==> src/design/bus_pkg.sv <==
package bus_pkg;

  // data path
  localparam int DataWidth = 32;
  localparam int BeWidth   = DataWidth / 8;

  // addressing
  localparam int AddrWidth    = 32;
  localparam int DevAddrWidth = 20;  // offset inside a device region

  // hosts on the shared bus
  localparam int NumHosts = 2;

  // host index, also the bit/slot position in the packed host ports
  typedef enum logic [0:0] {
    host_core  = 1'b0,  // core data port
    host_accel = 1'b1   // accelerator host port
  } host_e;

endpackage

==> src/design/soc_map_pkg.sv <==
package soc_map_pkg;

  ////////////////////////////////////////
  // address map

  localparam logic [31:0] RamStart   = 32'h0020_0000;
  localparam logic [31:0] RamSize    = 32'h0001_0000;  // 64 KiB
  localparam logic [31:0] GpioStart  = 32'h8000_0000;
  localparam logic [31:0] GpioSize   = 32'h0000_1000;  // 4 KiB
  localparam logic [31:0] TimerStart = 32'h8000_2000;
  localparam logic [31:0] TimerSize  = 32'h0000_1000;  // 4 KiB

  // register offset bits inside a 4 KiB region
  localparam int RegOffWidth = 12;

  // decoded target of a bus request
  typedef enum logic [1:0] {
    dev_ram,
    dev_gpio,
    dev_timer,
    dev_none  // unmapped, answered with err
  } device_e;

  ////////////////////////////////////////
  // register offsets

  typedef enum logic [RegOffWidth-1:0] {
    gpio_out = 12'h000,
    gpio_in  = 12'h004
  } gpio_reg_e;

  typedef enum logic [RegOffWidth-1:0] {
    tmr_mtime_lo = 12'h000,
    tmr_mtime_hi = 12'h004,
    tmr_cmp_lo   = 12'h008,
    tmr_cmp_hi   = 12'h00C
  } timer_reg_e;

endpackage

==> src/design/gpio.sv <==
`timescale 1ns/1ps

module gpio import bus_pkg::*, soc_map_pkg::*; #(
  parameter int GpiWidth = 8,
  parameter int GpoWidth = 8
) (
  input  logic                    clk_sys_in,
  input  logic                    rst_sys_in,
  input  logic                    req_i,
  input  logic                    we_i,
  input  logic [BeWidth-1:0]      be_i,
  input  logic [DevAddrWidth-1:0] addr_i,
  input  logic [DataWidth-1:0]    wdata_i,
  output logic [DataWidth-1:0]    rdata_o,
  input  logic [GpiWidth-1:0]     gp_i,
  output logic [GpoWidth-1:0]     gp_o
);

  logic [GpiWidth-1:0] gp_meta_q;  // first sync stage
  logic [GpiWidth-1:0] gp_in_q;    // gpio_in register
  logic [GpoWidth-1:0] gp_out_q;
  gpio_reg_e           reg_sel;

  assign reg_sel = gpio_reg_e'(addr_i[RegOffWidth-1:0]);
  assign gp_o    = gp_out_q;

  always_ff @(posedge clk_sys_in or negedge rst_sys_in) begin
    if (!rst_sys_in) begin
      gp_meta_q <= '0;
      gp_in_q   <= '0;
      gp_out_q  <= '0;
    end else begin
      gp_meta_q <= gp_i;
      gp_in_q   <= gp_meta_q;
      if (req_i && we_i && reg_sel == gpio_out) begin
        for (int i = 0; i < GpoWidth; i++) begin
          if (be_i[i/8]) begin
            gp_out_q[i] <= wdata_i[i];
          end
        end
      end
    end
  end

  // gpio_in ignores writes, unknown offsets read zero
  always_ff @(posedge clk_sys_in) begin
    if (req_i && !we_i) begin
      case (reg_sel)
        gpio_out: rdata_o <= DataWidth'(gp_out_q);
        gpio_in:  rdata_o <= DataWidth'(gp_in_q);
        default:  rdata_o <= '0;
      endcase
    end
  end

endmodule

==> config.mk <==
export PLATFORM = sky130hd
export DESIGN_NAME = gpio
export DESIGN_NICKNAME = d
export VERILOG_FILES = /design/src/design/bus_pkg.sv /design/src/design/soc_map_pkg.sv /design/src/design/gpio.sv
export SDC_FILE = /design/constraint.sdc
export NUM_CORES = 1
export LEC_CHECK = 0
export ABC_AREA = 1
export BUFFER_PORTS_ARGS = -buffer_cell sky130_fd_sc_hd__buf_2
export CAP_MARGIN = 20
export CORE_UTILIZATION = 39
export DETAILED_ROUTE_END_ITERATION = 6
export PLACE_DENSITY = 0.85
export SLEW_MARGIN = 15
export SYNTH_ARGS = -nofsm -noshare
export SYNTH_HDL_FRONTEND = slang
export SYNTH_SLANG_ARGS = --single-unit
==> constraint.sdc <==
create_clock -name clk_sys_in -period 0.95 [get_ports clk_sys_in]
set_input_delay 0 -clock clk_sys_in [delete_from_list [all_inputs] [get_ports clk_sys_in]]
set_output_delay 0 -clock clk_sys_in [all_outputs]
set_load 0.01 [all_outputs]
==> impl_metrics.yaml, run 1 <==
flow_run:
  maxCapViolCount: 0
routing:
  wl_per_cell_um: 9.573
  drt_iter0_drc: 34
  vias_per_cell: 4.117
  drtPass1Iterations: 4
  num_vias: 1021
  ant_nets: 0
  wirelength_um: 2374
  drcViolationCount: 0
yosys:
  synth_ff_type: "dfrtp_1"
  synth_top_area_cell: "dfrtp_1"
  synth_seq_area_share: 0.6081
  synth-edff-count: 8
  ys_types: 16
  synth_warnings: 0
  netlist_area_um2: 1383
  synth.area.top_cells: "dfrtp_1, edfxtp_1, buf_4, nand2_1, nand3_1"
  netlist_instances: 128
  synth.ff_latch_count: 32
  synth_top_area_frac: 0.4344
  synthArstFlopShare: 0.7500
  synth_area_per_cell_um2: 10.80
sta:
  drv_slew: 0
  fin_worst_hold_slack_ns: 0.1240
  maxClockFrequency_ghz: 1.137
  tightest_slew_ns: 0.5212
  maxSlewHeadroom: 0.6525
  grt_setup_unrepaired: "no"
  fin_crit_sh: 0.9262
  fin_skew_ns: 0.006070
  hold_violations: 0
  setup_viol: 0
  post-route-worst-setup-slack_ns: 0.07013
  fin_setup_tns_ns: 0
  fin_crit_ns: 0.8799
layout:
  num_antenna_cells: 0
  area_growth_syn_to_layout_pct: 33.66
  fin_area_um2: 1848
  layout-drive-gt1-share: 0.3366
  layout.nets: 269
  nFillCells: 341
power:
  power_density_nw_per_um2: 1345
  peakVddDrop_mv: 0.6357
  leakage_nw: 0.9591
worst_setup_path:
  critPathMaxStageDelay_ns: 0.41
  critPathBufInv: 1
  r2r_cells: 2
  rrSetupSlack_ns: 0.16
  cp_slowest_cell: "dfrtp_1"
  end_kind: "output pin"
  cp.required_ns: 0.95
  crit_path_start_kind: "flop"
  cp_max_fo: 3
  crit_family: "flip-flops"
  path_cells: "buf_2"
  cp.arrival_ns: 0.88
  cp.depth: 1
  worstSetupPathType: "reg -> out"
grt:
  grt_max_degree: 25
  antenna_found_initial: 0
  grt_util_all_layers: 0.1385
  grt-ovfl-total: 0
  grt_pass1_vias: 863
  grt_pass1_wl_um: 3574
cts:
  htree_num_levels: 2
  cts_tree: "built"
  cts_inserted_buffers: 5
  clock_sink_count: 32
  cts.path.max_buffers: 2
  cts_root_buffer: "clkbuf_4"
  clkLatencyLatePin_ns: 0.32
  path_clk_slew_ns: 0.08
floorplanning:
  core_area_um2: 3363
  die_x_um: 61.54
  io-pin-count: 108
  row_count: 21
  die_area_um2: 3787
  start_util: 0.4111
  die_h_um: 61.54
hold_path:
  holdPathStages: 6
  hp-class: "in -> reg"
outcome:
  status: "complete, no violations"
placed_design:
  placed_cell_area_um2: 1619
  gp_congestion: 0.7769
  place_hpwl_um: 1777
  portBuffers: 48
  post-place-ws_ns: -0.01422
sequential cells by signal, indices dropped and copies added, names as in the netlist:
name,count
rdata_o,8
gp_o,8
gp_in_q,8
gp_meta_q,8
worst register-to-register path, cell delays in order (launching register included):
cell	delay, ns
dfrtp_1	0.41
nand3_1	0.09
nand2_1	0.06
cell usage in the layout, fill, tap and decap left out:
cell           count
clkbuf_4           5
nor2_1             5
nand2_2            1
buf_2             48
nand4_1            8
nand2_1           28
conb_1            24
dlygate4sd3_1     17
nand3_2            1
edfxtp_1           8
nor2_2             1
nor3_2             1
clkbuf_1           2
buf_4              3
nor2_4             2
dfrtp_1           24
nand3_1           16
inv_1              2
inv_2              3
buf_12             2
clkbuf_8           1
power by group:
group | internal, W | total (W) | switching, W
clock network | 0.000365 | 0.000761 | 0.000396
registers | 0.00146 | 0.00147 | 0.0000123
logic | 0.000120 | 0.000256 | 0.000137
cell usage after synthesis (2+ instances only):
cell type / n
nor2_4: 2
inv_2: 3
buf_6: 2
buf_4: 25
nor2_1: 5
nand4_1: 8
edfxtp_1: 8
dfrtp_1: 24
nand2_1: 28
nand3_1: 16
inv_1: 2
metal layers:
layer	track usage	share of wire	up-vias
met2	0.2350	0.54	52
met5	0	0	-
li1	-	-	519
met4	0.08571	0.013	0
met1	0.1432	0.36	446
met3	0.05462	0.081	4
metrics by stage:
stage               instances  power [W]  utilization
global route              248   0.002615       0.5495
CTS                       248   0.002510       0.5495
detailed placement        223   0.001701       0.4814
floorplan                 151   0.001657            -
global placement          223   0.001692       0.4814
finish                    248   0.002485       0.5495
area by class of cell:
cell class,instances,area [µm²],share of cell area
repair buffers,70,473.0,0.2559
flip-flops and latches,32,840.8,0.4550
clock buffers,8,58.81,0.03182
multi-input cells,87,399.1,0.2160
inverters,5,18.77,0.01016
well taps,46,57.56,0.03114
final timing paths:
path	end	start
max	gp_o[4]	gp_o[4]
min	gp_o[7]	addr_i[0]
max reg2reg	rdata_o[5]	gp_o[5]
min reg2reg	gp_in_q[7]	gp_meta_q[7]
max in group asynchronous	gp_in_q[1]	rst_sys_in
min in group asynchronous	gp_o[2]	rst_sys_in
cell families (layout without fill, tap and decap cells):
logic type | count (synthesis) | after routing | synth area share
buffers and inverters | 32 | 83 | 0.1656
flip-flops | 32 | 32 | 0.6081
other | 1 | 24 | 0.002712
AND/OR/NAND/NOR | 63 | 63 | 0.2235
repair_timing:
action                                  in CTS  in global routing
endpoints found under the setup margin       0                  0
setup buffers                                0                  0
hold buffers                                17                  0
endpoints found under the hold margin       40                  0
gates resized for setup                      0                  0
Note: power is estimated with default switching activity, not from simulation.
==> run 2, diff against run 1 <==
--- a/config.mk
+++ b/config.mk
@@ -10,7 +10,7 @@
 export CAP_MARGIN = 20
 export CORE_UTILIZATION = 39
 export DETAILED_ROUTE_END_ITERATION = 6
-export PLACE_DENSITY = 0.85
+export PLACE_DENSITY = 0.8
 export SLEW_MARGIN = 15
 export SYNTH_ARGS = -nofsm -noshare
 export SYNTH_HDL_FRONTEND = slang
==> run 2 against run 1 <==
Against the previous run: count of clock-buffer cells in the layout decreased by 1; sequential share of layout area about the same; setup slack got worse by 0.0057 ns; critical endpoint is now gp_o[2]; critical path type unchanged; register-to-register slack about the same; flip-flop and latch count unchanged; hold slack got worse by 0.013 ns; fmax decreased by 0.64%; highest routed layer unchanged; via count decreased by 1.2%; wire length decreased by 4.1%; die area unchanged.
==> impl_metrics.yaml, run 2 (synthesized netlist as in run 1, its figures left out) <==
outcome:
  status: "complete, no violations"
sta:
  fin_setup_tns_ns: 0
  fin_worst_hold_slack_ns: 0.1113
  grt_setup_unrepaired: "no"
  fin_skew_ns: 0.0009681
  setup_viol: 0
  post-route-worst-setup-slack_ns: 0.06446
  tightest_slew_ns: 0.5153
  maxSlewHeadroom: 0.6565
  maxClockFrequency_ghz: 1.129
  fin_crit_sh: 0.9322
  hold_violations: 0
  fin_crit_ns: 0.8855
  drv_slew: 0
layout:
  final_cell_mix: "buf_2, nand2_1, conb_1, dfrtp_1, dlygate4sd3_1"
  fin_area_um2: 1847
  num_antenna_cells: 0
  layout-drive-gt1-share: 0.3400
  final_common_cell: "buf_2"
  nFillCells: 326
  layout.nets: 268
  area_growth_syn_to_layout_pct: 33.57
floorplanning:
  io-pin-count: 108
  row_count: 21
  die_h_um: 61.54
  start_util: 0.4111
  core_area_um2: 3363
  die_x_um: 61.54
  die_area_um2: 3787
worst_setup_path:
  r2r-start: "gp_o[4]"
  crit_family: "flip-flops"
  rrSetupSlack_ns: 0.15
  crit_path_start_kind: "flop"
  path_cells: "buf_2"
  end_kind: "output pin"
  cp_slowest_cell: "dfrtp_1"
  cp.required_ns: 0.95
  cp_max_fo: 3
  critPathMaxStageDelay_ns: 0.42
  r2r_cells: 2
  critPathBufInv: 1
  worstSetupPathType: "reg -> out"
  reg2reg_to: "rdata_o[4]"
  cp.arrival_ns: 0.89
grt:
  antenna_found_initial: 0
  grt-ovfl-total: 0
  grt_pass1_wl_um: 3636
  grt_util_all_layers: 0.1343
  grt_max_degree: 25
  grt_pass1_vias: 904
placed_design:
  post-place-ws_ns: -0.005781
  placed_cell_area_um2: 1612
  gp_congestion: 0.7678
  portBuffers: 48
  place_hpwl_um: 1582
routing:
  wirelength_um: 2276
  vias_per_cell: 4.102
  num_vias: 1009
  drtPass1Iterations: 4
  drt_iter0_drc: 18
  wl_per_cell_um: 9.252
  ant_nets: 0
  drcViolationCount: 0
power:
  power_density_nw_per_um2: 1374
  p_int_w: 0.001994
  p_clk_frac: 0.321
  peakVddDrop_mv: 0.7332
  pwr-share-seq: 0.578
  p_total_w: 0.002537
  switching_share: 0.2138
  leakage_nw: 0.9584
  power.switching_w: 0.0005423
  pwr-share-comb: 0.101
cts:
  hold_buffers: 17
  cts_inserted_buffers: 5
  cts_tree: "built"
  cts_root_buffer: "clkbuf_4"
  cts_setup_buffers: 0
  path_clk_slew_ns: 0.09
  htree_num_levels: 2
  clkLatencyLatePin_ns: 0.31
  clock_sink_count: 32
  post_cts_resized: 0
  cts.path.max_buffers: 2
hold_path:
  holdPathStages: 6
  hp-class: "in -> reg"
  min_from: "addr_i[1]"
  hold_end: "gp_o[0]"
flow_run:
  maxCapViolCount: 0
==> run 2: cell types whose count changed in the layout (fill, tap and decap cells not counted) <==
cell / previous run / this run
clkbuf_8: 1 / 2
clkbuf_1: 2 / 0
buf_4: 3 / 2
==> run 2: layout make-up <==
class                      instances  area [µm²]  share of cell area
multi-input combinational         87       399.1              0.2161
sequential                        32       840.8              0.4553
timing repair buffer              69       465.4              0.2520
clock buffer                       7       65.06             0.03523
tap                               46       57.56             0.03117
inverter                           5       18.77             0.01016
==> run 2: stage by stage <==
stage / cells / utilization
global placement: 222 / 0.4792
finish: 246 / 0.5491
detailed placement: 222 / 0.4792
CTS: 246 / 0.5491
floorplan: 151 / -
global route: 246 / 0.5491
==> run 2: per-layer routing <==
| metal | vias up | wire (µm) | track usage | part of all wire |
|---|---|---|---|---|
| li1 | 512 | - | - | - |
| met1 | 443 | 899 | 0.1533 | 0.39 |
| met2 | 47 | 1176 | 0.2289 | 0.52 |
| met3 | 7 | 165 | 0.04202 | 0.072 |
| met4 | 0 | 34 | 0.06349 | 0.015 |
| met5 | - | 0 | 0 | 0 |
==> run 2: power groups by stage <==
stage | clock [W] | sequential, W | combinational, W
finish | 0.000814 | 0.00147 | 0.000256
detailed placement | 0 | 0.00150 | 0.000202
CTS | 0.000837 | 0.00147 | 0.000255
global placement | 0 | 0.00149 | 0.000198
global route | 0.000895 | 0.00147 | 0.000292
floorplan | 0 | 0.00150 | 0.000153
==> run 2: how the worst max path moves through the flow <==
stage	from	endpoint	depth (start not counted)
global placement	addr_i[0]	rdata_o[7]	6
floorplan	gp_o[0]	rdata_o[0]	2
global route	gp_o[2]	gp_o[2]	1
finish	gp_o[2]	gp_o[2]	1
CTS	gp_o[2]	gp_o[2]	1
detailed placement	addr_i[0]	rdata_o[5]	6
==> run 3, diff against run 2 <==
--- a/config.mk
+++ b/config.mk
@@ -8,10 +8,11 @@
 export ABC_AREA = 1
 export BUFFER_PORTS_ARGS = -buffer_cell sky130_fd_sc_hd__buf_2
 export CAP_MARGIN = 20
-export CORE_UTILIZATION = 39
+export CORE_UTILIZATION = 40
+export CTS_BUF_LIST = sky130_fd_sc_hd__clkbuf_4
 export DETAILED_ROUTE_END_ITERATION = 6
-export PLACE_DENSITY = 0.8
-export SLEW_MARGIN = 15
+export PLACE_DENSITY = 0.82
+export SLEW_MARGIN = 10
 export SYNTH_ARGS = -nofsm -noshare
 export SYNTH_HDL_FRONTEND = slang
 export SYNTH_SLANG_ARGS = --single-unit
==> constraint.sdc (replaced) <==
create_clock -name clk_sys_in -period 0.95 [get_ports clk_sys_in]
set_input_delay 0 -clock clk_sys_in [delete_from_list [all_inputs] [get_ports clk_sys_in]]
set_output_delay 0 -clock clk_sys_in [all_outputs]
set_load 0.02 [all_outputs]
==> run 3 against run 2 <==
Against the previous run: flip-flop and latch count unchanged; core utilization rose by 3.6 points; via count shrank 0.79%; non-clock buffer count is 1 higher; wire length is 1.8% higher; global-route usage up 1.8 points; critical path type unchanged; highest routed layer unchanged.
==> impl_metrics.yaml, run 3 (synthesized netlist as in run 1, its figures left out) <==
power:
  p_clk_frac: 0.296
  peakVddDrop_mv: 0.7197
  switching_share: 0.2426
  power.switching_w: 0.0006119
  power_density_nw_per_um2: 1367
  leakage_nw: 0.9593
  pwr-share-seq: 0.581
  pwr-share-comb: 0.123
  p_int_w: 0.001911
cts:
  htree_num_levels: 2
  cts.path.max_buffers: 2
  clock_sink_count: 32
  path_clk_slew_ns: 0.09
  clkLatencyLatePin_ns: 0.33
  cts_root_buffer: "clkbuf_4"
  cts_tree: "built"
  cts_inserted_buffers: 5
layout:
  area_growth_syn_to_layout_pct: 33.48
  nFillCells: 286
  final_common_cell: "buf_2"
  layout.nets: 269
  final_cell_mix: "buf_2, nand2_1, conb_1, dfrtp_1, dlygate4sd3_1"
  num_antenna_cells: 0
  fin_area_um2: 1846
  layout-drive-gt1-share: 0.3433
sta:
  setup_viol: 0
  maxClockFrequency_ghz: 1.091
  fin_skew_ns: 0.006903
  hold_violations: 0
  fin_crit_sh: 0.9650
  post-route-worst-setup-slack_ns: 0.03328
  drv_slew: 0
  fin_crit_ns: 0.9167
  fin_setup_tns_ns: 0
worst_setup_path:
  critPathMaxStageDelay_ns: 0.41
  cp_max_fo: 3
  critPathBufInv: 1
  cp.arrival_ns: 0.92
  worstSetupPathType: "reg -> out"
  end_kind: "output pin"
  cp_slowest_cell: "dfrtp_1"
  crit_family: "flip-flops"
  crit_path_start_kind: "flop"
  cp.required_ns: 0.95
  path_cells: "buf_2"
routing:
  num_vias: 1001
  vias_per_cell: 4.086
  drcViolationCount: 0
  ant_nets: 0
  drt_iter0_drc: 27
  drtPass1Iterations: 4
  wirelength_um: 2318
  wl_per_cell_um: 9.461
grt:
  grt_pass1_vias: 901
  grt-ovfl-total: 0
  grt_util_all_layers: 0.1526
  grt_pass1_wl_um: 3850
  grt_max_degree: 25
  antenna_found_initial: 0
hold_path:
  hp-class: "in -> reg"
placed_design:
  place_hpwl_um: 1577
  gp_congestion: 0.7583
  post-place-ws_ns: 0.02664
  portBuffers: 48
  placed_cell_area_um2: 1609
floorplanning:
  die_x_um: 60.79
  die_area_um2: 3695
  start_util: 0.4385
  row_count: 20
  io-pin-count: 108
  die_h_um: 60.79
  core_area_um2: 3153
outcome:
  status: "complete, no violations"
flow_run:
  maxCapViolCount: 0
==> run 3: routing by layer <==
layer	wire length (µm)	track usage	vias up
li1	-	-	516
met1	857	0.1752	425
met2	1196	0.2339	52
met3	192	0.05330	8
met4	72	0.1169	0
met5	0	0	-
==> run 3: layout make-up <==
| type | instances | area (µm²) | share of cell area |
|---|---|---|---|
| well taps | 44 | 55.05 | 0.02983 |
| inverters | 5 | 18.77 | 0.01017 |
| repair buffers | 70 | 479.2 | 0.2597 |
| clock buffers | 7 | 52.55 | 0.02847 |
| flip-flops and latches | 32 | 840.8 | 0.4556 |
| multi-input cells | 87 | 399.1 | 0.2163 |
==> run 3: through the flow <==
stage / hold WS (ns) / power [W] / cells / util
after CTS: 0.1082 / 0.002534 / 244 / 0.5810
after global routing: 0.1155 / 0.002648 / 245 / 0.5853
final: 0.1123 / 0.002523 / 245 / 0.5853
after global placement: -0.009902 / 0.001745 / 220 / 0.5103
after detailed placement: -0.003761 / 0.001749 / 220 / 0.5103
after floorplan: -0.2956 / 0.001712 / 151 / -
==> run 3: power groups by stage <==
stage               combinational (W)  sequential, W  clock [W]
floorplan                    0.000197        0.00152          0
global placement             0.000252        0.00149          0
detailed placement           0.000254        0.00150          0
CTS                          0.000307        0.00147   0.000761
global route                 0.000342        0.00147   0.000833
finish                       0.000309        0.00147   0.000748
==> run 3: worst paths after layout <==
| kind | startpoint | endpoint | slack (ns) | cells after the start |
|---|---|---|---|---|
| min | we_i | rdata_o[1] | 0.11 | 3 |
| min in group asynchronous | rst_sys_in | gp_o[3] | 0.19 | 2 |
| max reg2reg | gp_o[6] | rdata_o[6] | 0.06 | 3 |
| min reg2reg | gp_meta_q[7] | gp_in_q[7] | 0.35 | 0 |
| max in group asynchronous | rst_sys_in | gp_in_q[6] | 0.43 | 2 |
| max | gp_o[0] | gp_o[0] | 0.03 | 1 |
==> run 3: repair_timing <==
| item | in CTS | in global routing |
|---|---|---|
| hold buffers | 17 | 0 |
| resized for setup | 0 | 2 |
| buffers inserted | 0 | 1 |
| endpoints found under the setup margin | 0 | 2 |
| endpoints found under the hold margin | 40 | 0 |
