### src/design/bus_pkg.sv
package bus_pkg;

  // data path
  localparam int DataWidth = 32;
  localparam int BeWidth   = DataWidth / 8;

  // addressing
  localparam int AddrWidth    = 32;
  localparam int DevAddrWidth = 20;  // offset inside a device region

  // hosts on the shared bus
  localparam int NumHosts = 2;

  // host index, also the bit/slot position in the packed host ports
  typedef enum logic [0:0] {
    host_core  = 1'b0,  // core data port
    host_accel = 1'b1   // accelerator host port
  } host_e;

endpackage

### src/design/soc_map_pkg.sv
package soc_map_pkg;

  ////////////////////////////////////////
  // address map

  localparam logic [31:0] RamStart   = 32'h0020_0000;
  localparam logic [31:0] RamSize    = 32'h0001_0000;  // 64 KiB
  localparam logic [31:0] GpioStart  = 32'h8000_0000;
  localparam logic [31:0] GpioSize   = 32'h0000_1000;  // 4 KiB
  localparam logic [31:0] TimerStart = 32'h8000_2000;
  localparam logic [31:0] TimerSize  = 32'h0000_1000;  // 4 KiB

  // register offset bits inside a 4 KiB region
  localparam int RegOffWidth = 12;

  // decoded target of a bus request
  typedef enum logic [1:0] {
    dev_ram,
    dev_gpio,
    dev_timer,
    dev_none  // unmapped, answered with err
  } device_e;

  ////////////////////////////////////////
  // register offsets

  typedef enum logic [RegOffWidth-1:0] {
    gpio_out = 12'h000,
    gpio_in  = 12'h004
  } gpio_reg_e;

  typedef enum logic [RegOffWidth-1:0] {
    tmr_mtime_lo = 12'h000,
    tmr_mtime_hi = 12'h004,
    tmr_cmp_lo   = 12'h008,
    tmr_cmp_hi   = 12'h00C
  } timer_reg_e;

endpackage

### src/design/timer.sv
`timescale 1ns/1ps

module timer import bus_pkg::*, soc_map_pkg::*; (
  input  logic                    clk_sys_in,
  input  logic                    rst_sys_in,
  input  logic                    req_i,
  input  logic                    we_i,
  input  logic [BeWidth-1:0]      be_i,
  input  logic [DevAddrWidth-1:0] addr_i,
  input  logic [DataWidth-1:0]    wdata_i,
  output logic [DataWidth-1:0]    rdata_o,
  output logic                    timer_irq_o
);

  logic [63:0] mtime_q;
  logic [63:0] mtime_d;
  logic [63:0] cmp_q;
  logic [63:0] cmp_d;
  logic        irq_q;
  logic        wr;
  timer_reg_e  reg_sel;

  // replace the byte lanes selected by be
  function automatic logic [DataWidth-1:0] merge_be(
    input logic [DataWidth-1:0] old_val,
    input logic [DataWidth-1:0] wdata,
    input logic [BeWidth-1:0]   be
  );
    logic [DataWidth-1:0] res;
    res = old_val;
    for (int b = 0; b < BeWidth; b++) begin
      if (be[b]) begin
        res[8*b +: 8] = wdata[8*b +: 8];
      end
    end
    return res;
  endfunction

  assign reg_sel = timer_reg_e'(addr_i[RegOffWidth-1:0]);
  assign wr      = req_i && we_i;

  ////////////////////////////////////////
  // counter and compare

  always_comb begin
    mtime_d = mtime_q + 64'd1;  // free running
    cmp_d   = cmp_q;
    if (wr) begin
      case (reg_sel)
        tmr_mtime_lo: mtime_d[31:0]  = merge_be(mtime_q[31:0], wdata_i, be_i);
        tmr_mtime_hi: mtime_d[63:32] = merge_be(mtime_q[63:32], wdata_i, be_i);
        tmr_cmp_lo:   cmp_d[31:0]    = merge_be(cmp_q[31:0], wdata_i, be_i);
        tmr_cmp_hi:   cmp_d[63:32]   = merge_be(cmp_q[63:32], wdata_i, be_i);
        default: ;
      endcase
    end
  end

  always_ff @(posedge clk_sys_in or negedge rst_sys_in) begin
    if (!rst_sys_in) begin
      mtime_q <= '0;
      cmp_q   <= '1;  // keeps the irq low out of reset
      irq_q   <= 1'b0;
    end else begin
      mtime_q <= mtime_d;
      cmp_q   <= cmp_d;
      irq_q   <= (mtime_q >= cmp_q);  // level, one cycle behind
    end
  end

  assign timer_irq_o = irq_q;

  ////////////////////////////////////////
  // register read

  always_ff @(posedge clk_sys_in) begin
    if (req_i && !we_i) begin
      case (reg_sel)
        tmr_mtime_lo: rdata_o <= mtime_q[31:0];
        tmr_mtime_hi: rdata_o <= mtime_q[63:32];
        tmr_cmp_lo:   rdata_o <= cmp_q[31:0];
        tmr_cmp_hi:   rdata_o <= cmp_q[63:32];
        default:      rdata_o <= '0;
      endcase
    end
  end

endmodule

### config.mk
export PLATFORM = sky130hd
export DESIGN_NAME = timer
export DESIGN_NICKNAME = d
export VERILOG_FILES = /design/src/design/bus_pkg.sv /design/src/design/soc_map_pkg.sv /design/src/design/timer.sv
export SDC_FILE = /design/constraint.sdc
export NUM_CORES = 1
export LEC_CHECK = 0
export ABC_CLOCK_PERIOD_IN_PS = 2500
export BUFFER_PORTS_ARGS = -buffer_cell sky130_fd_sc_hd__buf_4
export CORE_UTILIZATION = 30
export DETAILED_ROUTE_END_ITERATION = 8
export GPL_TIMING_DRIVEN = 0
export PLACE_DENSITY = 0.57
export SETUP_SLACK_MARGIN = 0.02
export SLEW_MARGIN = 0
export SYNTH_ARGS = -nofsm -noshare
export SYNTH_HDL_FRONTEND = slang
export SYNTH_SLANG_ARGS = --single-unit
### constraint.sdc
create_clock -name clk_sys_in -period 2.5 [get_ports clk_sys_in]
set_input_delay 0 -clock clk_sys_in [delete_from_list [all_inputs] [get_ports clk_sys_in]]
set_output_delay 0 -clock clk_sys_in [all_outputs]
set_load 0.01 [all_outputs]
==> results of run 1 <==
## cell usage after synthesis, types with 2 or more instances
cell type	instances	area [sq um]
nor2_1	78	293
nor2b_1	4	25.0
mux2_2	34	383
xnor2_1	2	17.5
nor3_1	26	130
inv_1	77	289
a2111oi_0	2	17.5
o32ai_1	9	78.8
o21ai_0	97	485
a21boi_0	2	15.0
dfrtp_1	65	1630
nand2b_1	6	37.5
o221a_2	5	56.3
o31ai_1	11	82.6
nand2_1	117	439
and3_1	12	75.1
a311oi_1	11	96.3
and2_1	5	31.3
dfstp_2	64	1680
or3_1	6	37.5
o211ai_1	4	30.0
a22oi_1	32	240
o22ai_1	14	87.6
a211o_1	4	35.0
ha_1	65	813
a21o_1	2	15.0
nand3_1	36	180
nand3b_1	2	15.0
a31oi_1	2	12.5
or2_2	3	18.8
a211oi_1	9	67.6
clkbuf_1	35	131
nor3_2	4	40.0
nor4_2	3	37.5
or4_1	3	22.5
nand4_2	2	25.0
o21a_1	4	30.0
a21oi_1	78	390
nor4_1	9	56.3
buf_2	8	40.0
nand4_1	29	181
mux2i_1	40	400
edfxtp_1	32	961
o41ai_1	3	26.3
## power by group
| group | total (W) | internal (W) | leakage [nW] | switching, W |
|---|---|---|---|---|
| clock | 0.00302 | 0.00186 | 0.323 | 0.00116 |
| combinational | 0.000498 | 0.000220 | 3.25 | 0.000278 |
| sequential | 0.00285 | 0.00275 | 1.68 | 0.000103 |
| total | 0.00637 | 0.00483 | 5.26 | 0.00154 |
## worst max-delay path: cells and delay by family (launching register included)
kind                     cells  cell delay (ns)
AND/OR/NAND/NOR              4             1.06
AO/OA/AOI/OAI                1             0.17
buffers and inverters        3             0.43
flip-flops                   1             0.55
adder cells (fa/ha/maj)      1             0.27
## cell families after synthesis
family / Yosys count / synth area share
adder cells (fa/ha/maj): 65 / 0.0816
multiplexers: 74 / 0.0785
flip-flops: 161 / 0.428
buffers and inverters: 122 / 0.0473
AO/OA/AOI/OAI: 300 / 0.188
AND/OR/NAND/NOR: 353 / 0.175
XOR/XNOR: 2 / 0.00176
## metrics by stage
stage | instances | cell area (sq um)
after global routing | 1687 | 12600
after CTS | 1678 | 12400
after global placement | 1600 | 11100
after detailed placement | 1602 | 11200
final | 1687 | 12600
after floorplan | 1077 | 9970
## area by class of cell
type,instances,area (sq um),share of cell area
multi-input cells,794,5460,0.434
flip-flops and latches,161,4270,0.340
repair buffers,137,1150,0.0916
well taps,442,553,0.0440
clock buffers,20,467,0.0371
inverters,77,289,0.0230
clock inverters,11,201,0.0160
plain buffers,45,188,0.0149
## flip-flops by register name (all words and copies together), names as in the netlist
| signal | cells |
|---|---|
| timer_irq_o | 1 |
| rdata_o | 32 |
| mtime_q | 64 |
| cmp_q | 64 |
## layer usage
metal | global-route usage | up-vias
met5 | 0 | -
met4 | 0.107 | 0
met3 | 0.0415 | 82
met2 | 0.341 | 424
met1 | 0.288 | 4530
li1 | - | 4302
## repair_timing
action,CTS,global route
endpoints found under the setup margin,22,26
gates resized for setup,15,38
cloned,0,0
buffers inserted,10,9
hold endpoints to repair,162,0
hold buffers,35,0
pin swaps,7,11
## final timing paths
path / start / endpoint / slack [ns] / depth (start not counted)
worst min-delay path: req_i / rdata_o[2]$_DFFE_PP_ / 0.04 / 2
max in group asynchronous: rst_sys_in / cmp_q[31]$_DFFE_PN1P_ / 1.52 / 3
worst max register to register: cmp_q[63]$_DFFE_PN1P_ / timer_irq_o$_DFF_PN0_ / -0.07 / 9
worst min register to register: cmp_q[11]$_DFFE_PN1P_ / cmp_q[11]$_DFFE_PN1P_ / 0.51 / 2
worst max-delay path: cmp_q[63]$_DFFE_PN1P_ / timer_irq_o$_DFF_PN0_ / -0.07 / 9
min in group asynchronous: rst_sys_in / mtime_q[6]$_DFFE_PN0P_ / 0.16 / 2
==> out/metrics.cfg, run 1 <==
[logic_synthesis]
synth_async_sr_flop_share = 0.801
synth_edf_count = 32
syn_inst = 1077
syn_nets = 1202
synth_cell_type_count = 65
syn_area_sq_mm = 0.00997
synth-main-ff-cell = dfrtp_1
ys_seq_area_frac = 0.428
avgSynthCellArea_sq_um = 9.26
ys_ff_latch = 161
synth-warning-count = 0

[grt]
antenna_found_initial = 0
grt_max_degree = 72
grt_remaining_overflow = 0
grt_usage = 0.218
grt_pass1_wl_um = 54900
grt_pass1_vias = 9098

[critical_path]
worst_ep_required_time_ns = 2.86
cp-start-kind = register
crit_type = reg -> reg
worstPathArrival_ns = 2.93
path_cells = inv_2 -> ha_4 -> nand4_1 -> nor4_4 -> buf_4 -> nand4_1 -> buf_4 -> or4_4 -> o21ai_2
endpoint_kind = register
crit_slowest_cell = dfstp_2
slowest_delay_ns = 0.55
crit_fanout = 3

[power_and_ir_drop]
peakVddDrop_uv = 476
p_leak_nw = 5.26
p_per_area_mw_per_mm2 = 506
power_w = 0.00637

[timing]
min_period_ns = 2.57
setup_viol = 1
finalClockSkew_ns = 0.00871
whs_ns = 0.0372
timing.final.hold_violations = 0
rsz0062_at_grt = yes
slew_violations = 0
fin_crit_sh = 1.03
clock.fmax_mhz = 389
worst_slew_margin_rel = 0.186
fin_setup_tns_ns = -0.0712
fin_ws_ns = -0.0712
worstMarginPinSlew_ns = 1.22

[die]
die_area_sq_mm = 0.0340
ios = 93
die_h_um = 184
num_rows = 66
start_util = 0.306
die_width_um = 184
coreArea_sq_mm = 0.0326

[clock_tree]
clk_pin_slew_worst_paths_ns = 0.07
h-tree-depth = 4
cts_buffer_depth = 2
cts_tree = done
cts-root-buf = clkbuf_16
cts_inserted_buffers = 17
clk_latency_ns = 0.44
cts_sinks = 161

[routing]
met2_length_um = 16500
wl_per_cell_um = 21.6
routed_wl_um = 36500
top_layer = met4
route.detailed.drc = 0
drt-initial-drc-count = 906
drt.antenna.violating_nets = 0
vias = 9338
avgViaCountPerCell = 5.54
drt_first_pass_iters = 5
drt-met1-wl_um = 15500
dr_wl_met3_um = 2810

[layout]
diodes = 0
final_common_cell = nand2_1
post-route-util = 0.386
nets = 1358
n_fill_cell = 3285
drive_gt1_frac = 0.242
syn_to_final_growth_pct = 26.2
mostFrequentLayoutCells = nand2_1, buf_4, o21ai_0, a21oi_1, nor2_1

[flow_run]
drv_cap = 0

[placed_design]
pre_cts_ws_ns = -0.776
dp_hpwl_um = 26400
io_buffers = 81
finalWeightedCongestion = 0.939

[outcome]
violations = negative setup slack
outcome = finished, violations left

[worst_hold_path]
min_path_type = in -> reg

No activity file was read; power rests on OpenSTA's default activity.
==> run 2, diff against run 1 <==
Settings changed: RECOVER_POWER set to 50, SKIP_CTS_REPAIR_TIMING set to 1.
==> run 2 against run 1 <==
Net effect: the run ends with max-capacitance violations, max-slew violations, negative setup slack left; via count barely moved; final cell count is 0.12% lower; combinational power down 4%; first-iteration DRC count is 19% lower; count of clock-buffer cells in the layout is the same; highest routed layer unchanged; global-route usage decreased by 0.22 points; core utilization decreased by 0.54 points; die area is the same; sequential power about the same; non-clock buffer count fell by 3; critical path depth is the same; clock power hardly changed.
==> out/metrics.cfg, run 2 (same netlist as run 1, synthesis figures left out) <==
[critical_path]
path_cells = inv_1 -> ha_4 -> nand4_1 -> nor4_4 -> buf_4 -> nand4_1 -> buf_6 -> or4_4 -> o21ai_2
crit_slowest_cell = dfstp_2
cp-start-kind = register
crit_type = reg -> reg
endpoint_kind = register
crit_buf_inv = 3  ; unchanged
worstPathArrival_ns = 2.95  ; +0.02 ns
crit_top_cell = nand4_1
crit_family = simple AND/OR/NAND/NOR gates
rr_endpoint = timer_irq_o$_DFF_PN0_
crit_fanout = 2  ; -1
slowest_delay_ns = 0.53  ; -0.02 ns
crit_path_start = cmp_q[49]$_DFFE_PN1P_
r2r_start = cmp_q[49]$_DFFE_PN1P_
worst_ep_required_time_ns = 2.86  ; about the same
rr_worst_depth = 9  ; unchanged
r2r_slack_ns = -0.09  ; -0.02 ns

[die]
num_rows = 66  ; unchanged
die_width_um = 184  ; unchanged
die_h_um = 184  ; unchanged
die_area_sq_mm = 0.0340  ; unchanged
start_util = 0.306  ; unchanged
coreArea_sq_mm = 0.0326  ; unchanged
ios = 93  ; unchanged

[outcome]
outcome = finished, violations left
violations = max-capacitance violations, max-slew violations, negative setup slack

[routing]
route.detailed.drc = 0  ; unchanged
drt_first_pass_iters = 5  ; unchanged
vias = 9331  ; -0.075%
wl_per_cell_um = 21.6  ; -0.26%
drt.antenna.violating_nets = 0  ; unchanged
avgViaCountPerCell = 5.54  ; about the same
drt-initial-drc-count = 732  ; -19%
routed_wl_um = 36300  ; -0.38%

[power_and_ir_drop]
p_per_area_mw_per_mm2 = 512  ; +1.1%
peakVddDrop_uv = 482  ; +1.3%
p_leak_nw = 5.11  ; -2.8%

[layout]
nets = 1355  ; -0.22%
final_common_cell = nand2_1
drive_gt1_frac = 0.213  ; -0.0292
syn_to_final_growth_pct = 24.4
mostFrequentLayoutCells = nand2_1, o21ai_0, a21oi_1, inv_1, nor2_1
stdcell_count = 1685  ; -0.12%
largest_registers = cmp_q: 64 flops, mtime_q: 64 flops, rdata_o: 32 flops

[timing]
fin_ws_ns = -0.0929  ; -0.0217 ns
min_period_ns = 2.59  ; +0.0217 ns
worst_slew_margin_rel = -0.229  ; -0.415
rsz0062_at_grt = yes
clock.fmax_mhz = 386  ; -0.84%
worstMarginPinSlew_ns = 1.84  ; +0.622 ns
setup_viol = 1  ; unchanged
slew_violations = 72  ; +72
fin_crit_sh = 1.04  ; +0.00867
timing.final.hold_violations = 0  ; unchanged
finalClockSkew_ns = 0.00901  ; +0.000298 ns

[worst_hold_path]
worstHoldStart = be_i[2]
min_path_type = in -> reg
hold_depth = 3  ; +1
hold_end = mtime_q[48]$_DFFE_PN0P_

[clock_tree]
cts_sinks = 161  ; unchanged
h-tree-depth = 4  ; unchanged
cts_tree = done
cts_inserted_buffers = 17  ; unchanged
clk_pin_slew_worst_paths_ns = 0.07  ; about the same
cts-root-buf = clkbuf_16
cts_buffer_depth = 2  ; unchanged
clk_latency_ns = 0.44  ; about the same

[placed_design]
io_buffers = 81  ; unchanged
dp.cells = 1602  ; unchanged
pre_cts_ws_ns = -0.776  ; unchanged
finalWeightedCongestion = 0.939  ; unchanged
dp_hpwl_um = 26400  ; unchanged

[flow_run]
drv_cap = 1  ; +1

[grt]
antenna_found_initial = 1  ; +1
grt_remaining_overflow = 0  ; unchanged
grt_max_degree = 72  ; unchanged
grt_pass1_wl_um = 54200  ; -1.4%
grt_usage = 0.216  ; -0.00218
grt_pass1_vias = 8869  ; -2.5%

## run 2: changes by cell type in the layout (fill, tap and decap cells not counted), sizes merged
cell,change
buf,-37
dlygate4sd3,-1
clkbuf,+35
diode,+1
## run 2: report_power, final
group / switching (W) / total, W / internal [W]
Sequential: 0.000101 / 0.00285 / 0.00275
Combinational: 0.000277 / 0.000478 / 0.000202
Clock: 0.00116 / 0.00302 / 0.00186
## run 2: final cells by class
type	instances	area, sq um
timing repair buffer	134	966
tap	442	553
antenna	1	2.50
clock inverter	11	201
sequential	161	4270
buffer	45	186
multi-input combinational	794	5470
fill	3295	20200
clock buffer	20	467
inverter	77	289
## run 2: worst min-delay path, cell delays in order
cell      delay, ns
clkbuf_1       0.19
nand3_1        0.14
o311ai_1       0.08
## run 2: metrics by stage
step                 util  instance area (sq um)  power (W)  TNS (ns)  hold slack [ns]
floorplan               -                   9970    0.00307         0           -0.296
global placement    0.341                  11100    0.00332    -31.17            0.256
detailed placement  0.343                  11200    0.00333     -7.00           0.0787
CTS                 0.364                  11900    0.00636     -2.27           -0.389
global route        0.380                  12400    0.00653    -0.125           0.0180
finish              0.380                  12400    0.00635   -0.0929           0.0243
## run 2: metal layers
| metal | GRT usage | routed length [um] |
|---|---|---|
| met2 | 0.342 | 16600 |
| met4 | 0.0900 | 1370 |
| met5 | 0 | 0 |
| met1 | 0.281 | 15600 |
| met3 | 0.0514 | 2790 |
## run 2: worst max-delay path by stage
stage / to / slack [ns] / cells past startpoint
finish: timer_irq_o$_DFF_PN0_ / -0.09 / 9
global route: timer_irq_o$_DFF_PN0_ / -0.13 / 9
CTS: timer_irq_o$_DFF_PN0_ / -0.78 / 7
detailed placement: timer_irq_o$_DFF_PN0_ / -0.78 / 7
global placement: rdata_o[18]$_DFFE_PP_ / -0.82 / 2
floorplan: timer_irq_o$_DFF_PN0_ / 0.37 / 8
==> run 3, diff against run 2 <==
Settings changed: ABC_CLOCK_PERIOD_IN_PS 2500 to 3000, CORE_UTILIZATION 30 to 35, PLACE_DENSITY 0.57 to 0.63.
Clock period 2.5 ns to 3 ns, I/O delays scaled along.
==> run 3 against run 2 <==
Net effect: the run ends with negative hold slack, max-capacitance violations, max-slew violations left; critical endpoint unchanged; register-to-register slack better by 0.24 ns; critical path type unchanged; die area is 14% lower; first-iteration DRC count is 19% higher; via count is 0.84% lower; combinational power is 18% lower; non-clock buffer count is 17 lower; final cell count is 4.8% lower; global-route usage is 2.8 points higher; largest cell class unchanged; clock skew hardly changed; critical path depth is 2 lower; routed wire length is 5.0% lower.
==> out/metrics.cfg, run 3 (same netlist as run 1, synthesis figures left out) <==
[grt]
grt_remaining_overflow = 0  ; unchanged
grt_use_met3 = 0.0377  ; -0.0137
grt_pass1_wl_um = 52700  ; -2.8%
antenna_found_initial = 1  ; unchanged
grt_max_degree = 90  ; +25%
grt_usage = 0.244  ; +0.0277
gr-usage-met1 = 0.327  ; +0.0452
grtUsageMet2 = 0.387  ; +0.0443
grt.busiest_layer = met2
grt_pass1_vias = 8669  ; -2.3%

[timing]
worstMarginPinSlew_ns = 2.35  ; +0.503 ns
whs_ns = -0.000487  ; -0.0248 ns
rsz0062_at_grt = no
worst_slew_margin_rel = -0.565  ; -0.336
finalClockSkew_ns = 0.00937  ; +0.000366 ns
fin_crit_sh = 0.951  ; -0.0860
timing.final.hold_violations = 1  ; +1
fin_ws_ns = 0.146  ; +0.239 ns
min_period_ns = 2.85  ; +0.261 ns
slew_violations = 41  ; -43%
setup_viol = 0  ; -1
clock.fmax_mhz = 350  ; -9.1%

[outcome]
outcome = finished, violations left
violations = negative hold slack, max-capacitance violations, max-slew violations

[critical_path]
worst_ep_required_time_ns = 3.34  ; +0.48 ns
worstPathArrival_ns = 3.20  ; +0.25 ns
rr_worst_depth = 7  ; -2
r2r_start = cmp_q[63]$_DFFE_PN1P_
cp-start-kind = register
crit_path_start = cmp_q[63]$_DFFE_PN1P_
rr_endpoint = timer_irq_o$_DFF_PN0_
endpoint_kind = register
crit_type = reg -> reg
crit_fanout = 4  ; +2
crit_path_end = timer_irq_o$_DFF_PN0_
r2r_slack_ns = 0.15  ; +0.24 ns

[clock_tree]
cts_tree = done
cts_inserted_buffers = 17  ; unchanged
cts_sinks = 161  ; unchanged
cts-root-buf = clkbuf_16
clk_latency_ns = 0.44  ; about the same
clk_pin_slew_worst_paths_ns = 0.07  ; about the same
h-tree-depth = 4  ; unchanged
cts_buffer_depth = 2  ; unchanged

[die]
die_h_um = 171  ; -7.3%
ios = 93  ; unchanged
die_area_sq_mm = 0.0292  ; -14%
start_util = 0.357  ; +0.0513
die_width_um = 171  ; -7.3%
coreArea_sq_mm = 0.0279  ; -14%
num_rows = 61  ; -7.6%

[layout]
nets = 1338  ; -1.3%
syn_to_final_growth_pct = 19.3
largest_registers = cmp_q: 64 flops, mtime_q: 64 flops, rdata_o: 32 flops
finalInstanceArea_sq_mm = 0.0119  ; -4.1%
mostFrequentLayoutCells = nand2_1, o21ai_0, nor2_1, a21oi_1, inv_1
final_common_cell = nand2_1
diodes = 0  ; -1
stdcell_count = 1604  ; -4.8%
drive_gt1_frac = 0.170  ; -0.0421

[placed_design]
finalWeightedCongestion = 0.939  ; about the same
pre_cts_ws_ns = 0.0404  ; +0.816 ns
dpl_cell_area_sq_mm = 0.0111  ; -0.72%
io_buffers = 81  ; unchanged
dp_hpwl_um = 25300  ; -4.3%
dp.cells = 1538  ; -4.0%

[power_and_ir_drop]
intPower_w = 0.00376  ; -22%
p_per_area_mw_per_mm2 = 422  ; -18%
pwr-share-clk = 0.449  ; -0.027
p_switching_w = 0.00126  ; -18%
switching_share = 0.251  ; +0.00900
power_frac_seq = 0.473  ; +0.024
comb_power_share = 0.078  ; +0.003
peakVddDrop_uv = 400  ; -17%
p_leak_nw = 4.89  ; -4.3%

[routing]
avgViaCountPerCell = 5.77  ; +4.2%
route.detailed.drc = 0  ; unchanged
wl_per_cell_um = 21.5  ; -0.18%
vias = 9253  ; -0.84%
drt_first_pass_iters = 5  ; unchanged
routed_wl_um = 34500  ; -5.0%
drt.antenna.violating_nets = 0  ; unchanged
drt-initial-drc-count = 872  ; +19%

[worst_hold_path]
hold_depth = 3  ; unchanged
min_path_type = in -> reg

[flow_run]
drv_cap = 1  ; unchanged

==> run 3: changes by cell type in the layout (fill, tap and decap cells not counted), sizes merged <==
| cell | change |
|---|---|
| clkinvlp | +3 |
| inv | -1 |
| clkinv | +1 |
| bufinv | -3 |
| diode | -1 |
| clkbuf | +2 |
| buf | -18 |
==> run 3: through the flow <==
| stage | hold slack [ns] | utilization | total power [W] | TNS [ns] |
|---|---|---|---|---|
| CTS | -0.524 | 0.419 | 0.00502 | 0 |
| floorplan | -0.296 | - | 0.00256 | 0 |
| detailed placement | -0.0610 | 0.398 | 0.00277 | 0 |
| finish | -0.000487 | 0.426 | 0.00502 | 0 |
| global route | 0.0260 | 0.426 | 0.00516 | 0 |
| global placement | 0.251 | 0.396 | 0.00276 | -7.24 |
==> run 3: cell type report <==
class | instances | area, sq um
Timing Repair Buffer | 117 | 848
Inverter | 77 | 289
Buffer | 45 | 183
Multi-Input combinational cell | 794 | 5240
Fill cell | 2804 | 16000
Sequential cell | 161 | 4270
Clock inverter | 11 | 130
Tap cell | 378 | 473
Clock buffer | 21 | 470
==> run 3: worst min path at each step <==
stage	startpoint	end	slack [ns]
6_report	be_i[2]	mtime_q[48]$_DFFE_PN0P_	-0.0005
5_1_grt	be_i[2]	mtime_q[48]$_DFFE_PN0P_	0.03
4_1_cts	rst_sys_in	timer_irq_o$_DFF_PN0_	-0.52
3_5_place_dp	rst_sys_in	timer_irq_o$_DFF_PN0_	-0.06
3_3_place_gp	wdata_i[17]	cmp_q[17]$_DFFE_PN1P_	0.25
2_1_floorplan	rst_sys_in	mtime_q[0]$_DFFE_PN0P_	-0.30
==> run 3: power by group through the flow <==
| stage | clock, W | sequential [W] | combinational (W) |
|---|---|---|---|
| 2_1_floorplan | 0 | 0.00239 | 0.000168 |
| 3_3_place_gp | 0 | 0.00241 | 0.000351 |
| 3_5_place_dp | 0 | 0.00241 | 0.000364 |
| 4_1_cts | 0.00228 | 0.00237 | 0.000370 |
| 5_1_grt | 0.00235 | 0.00238 | 0.000429 |
| 6_report | 0.00225 | 0.00238 | 0.000391 |
==> run 3: per-layer routing <==
layer  vias to the layer above  part of all wire  routed length, um
met4                         2             0.040               1380
met3                        78             0.067               2320
met2                       407              0.46              15800
met1                      4509              0.43              15000
met5                         -           0.00038                 13
li1                       4257                 -                  -
==> run 3: critical path: stages (launching register included) <==
cell and delay, ns:
dfstp_2 0.55, inv_1 0.05, ha_1 0.31, nand4_1 0.22, nor4_2 0.56, nand4_1 0.33, or4_1 0.53, o21ai_0 0.21
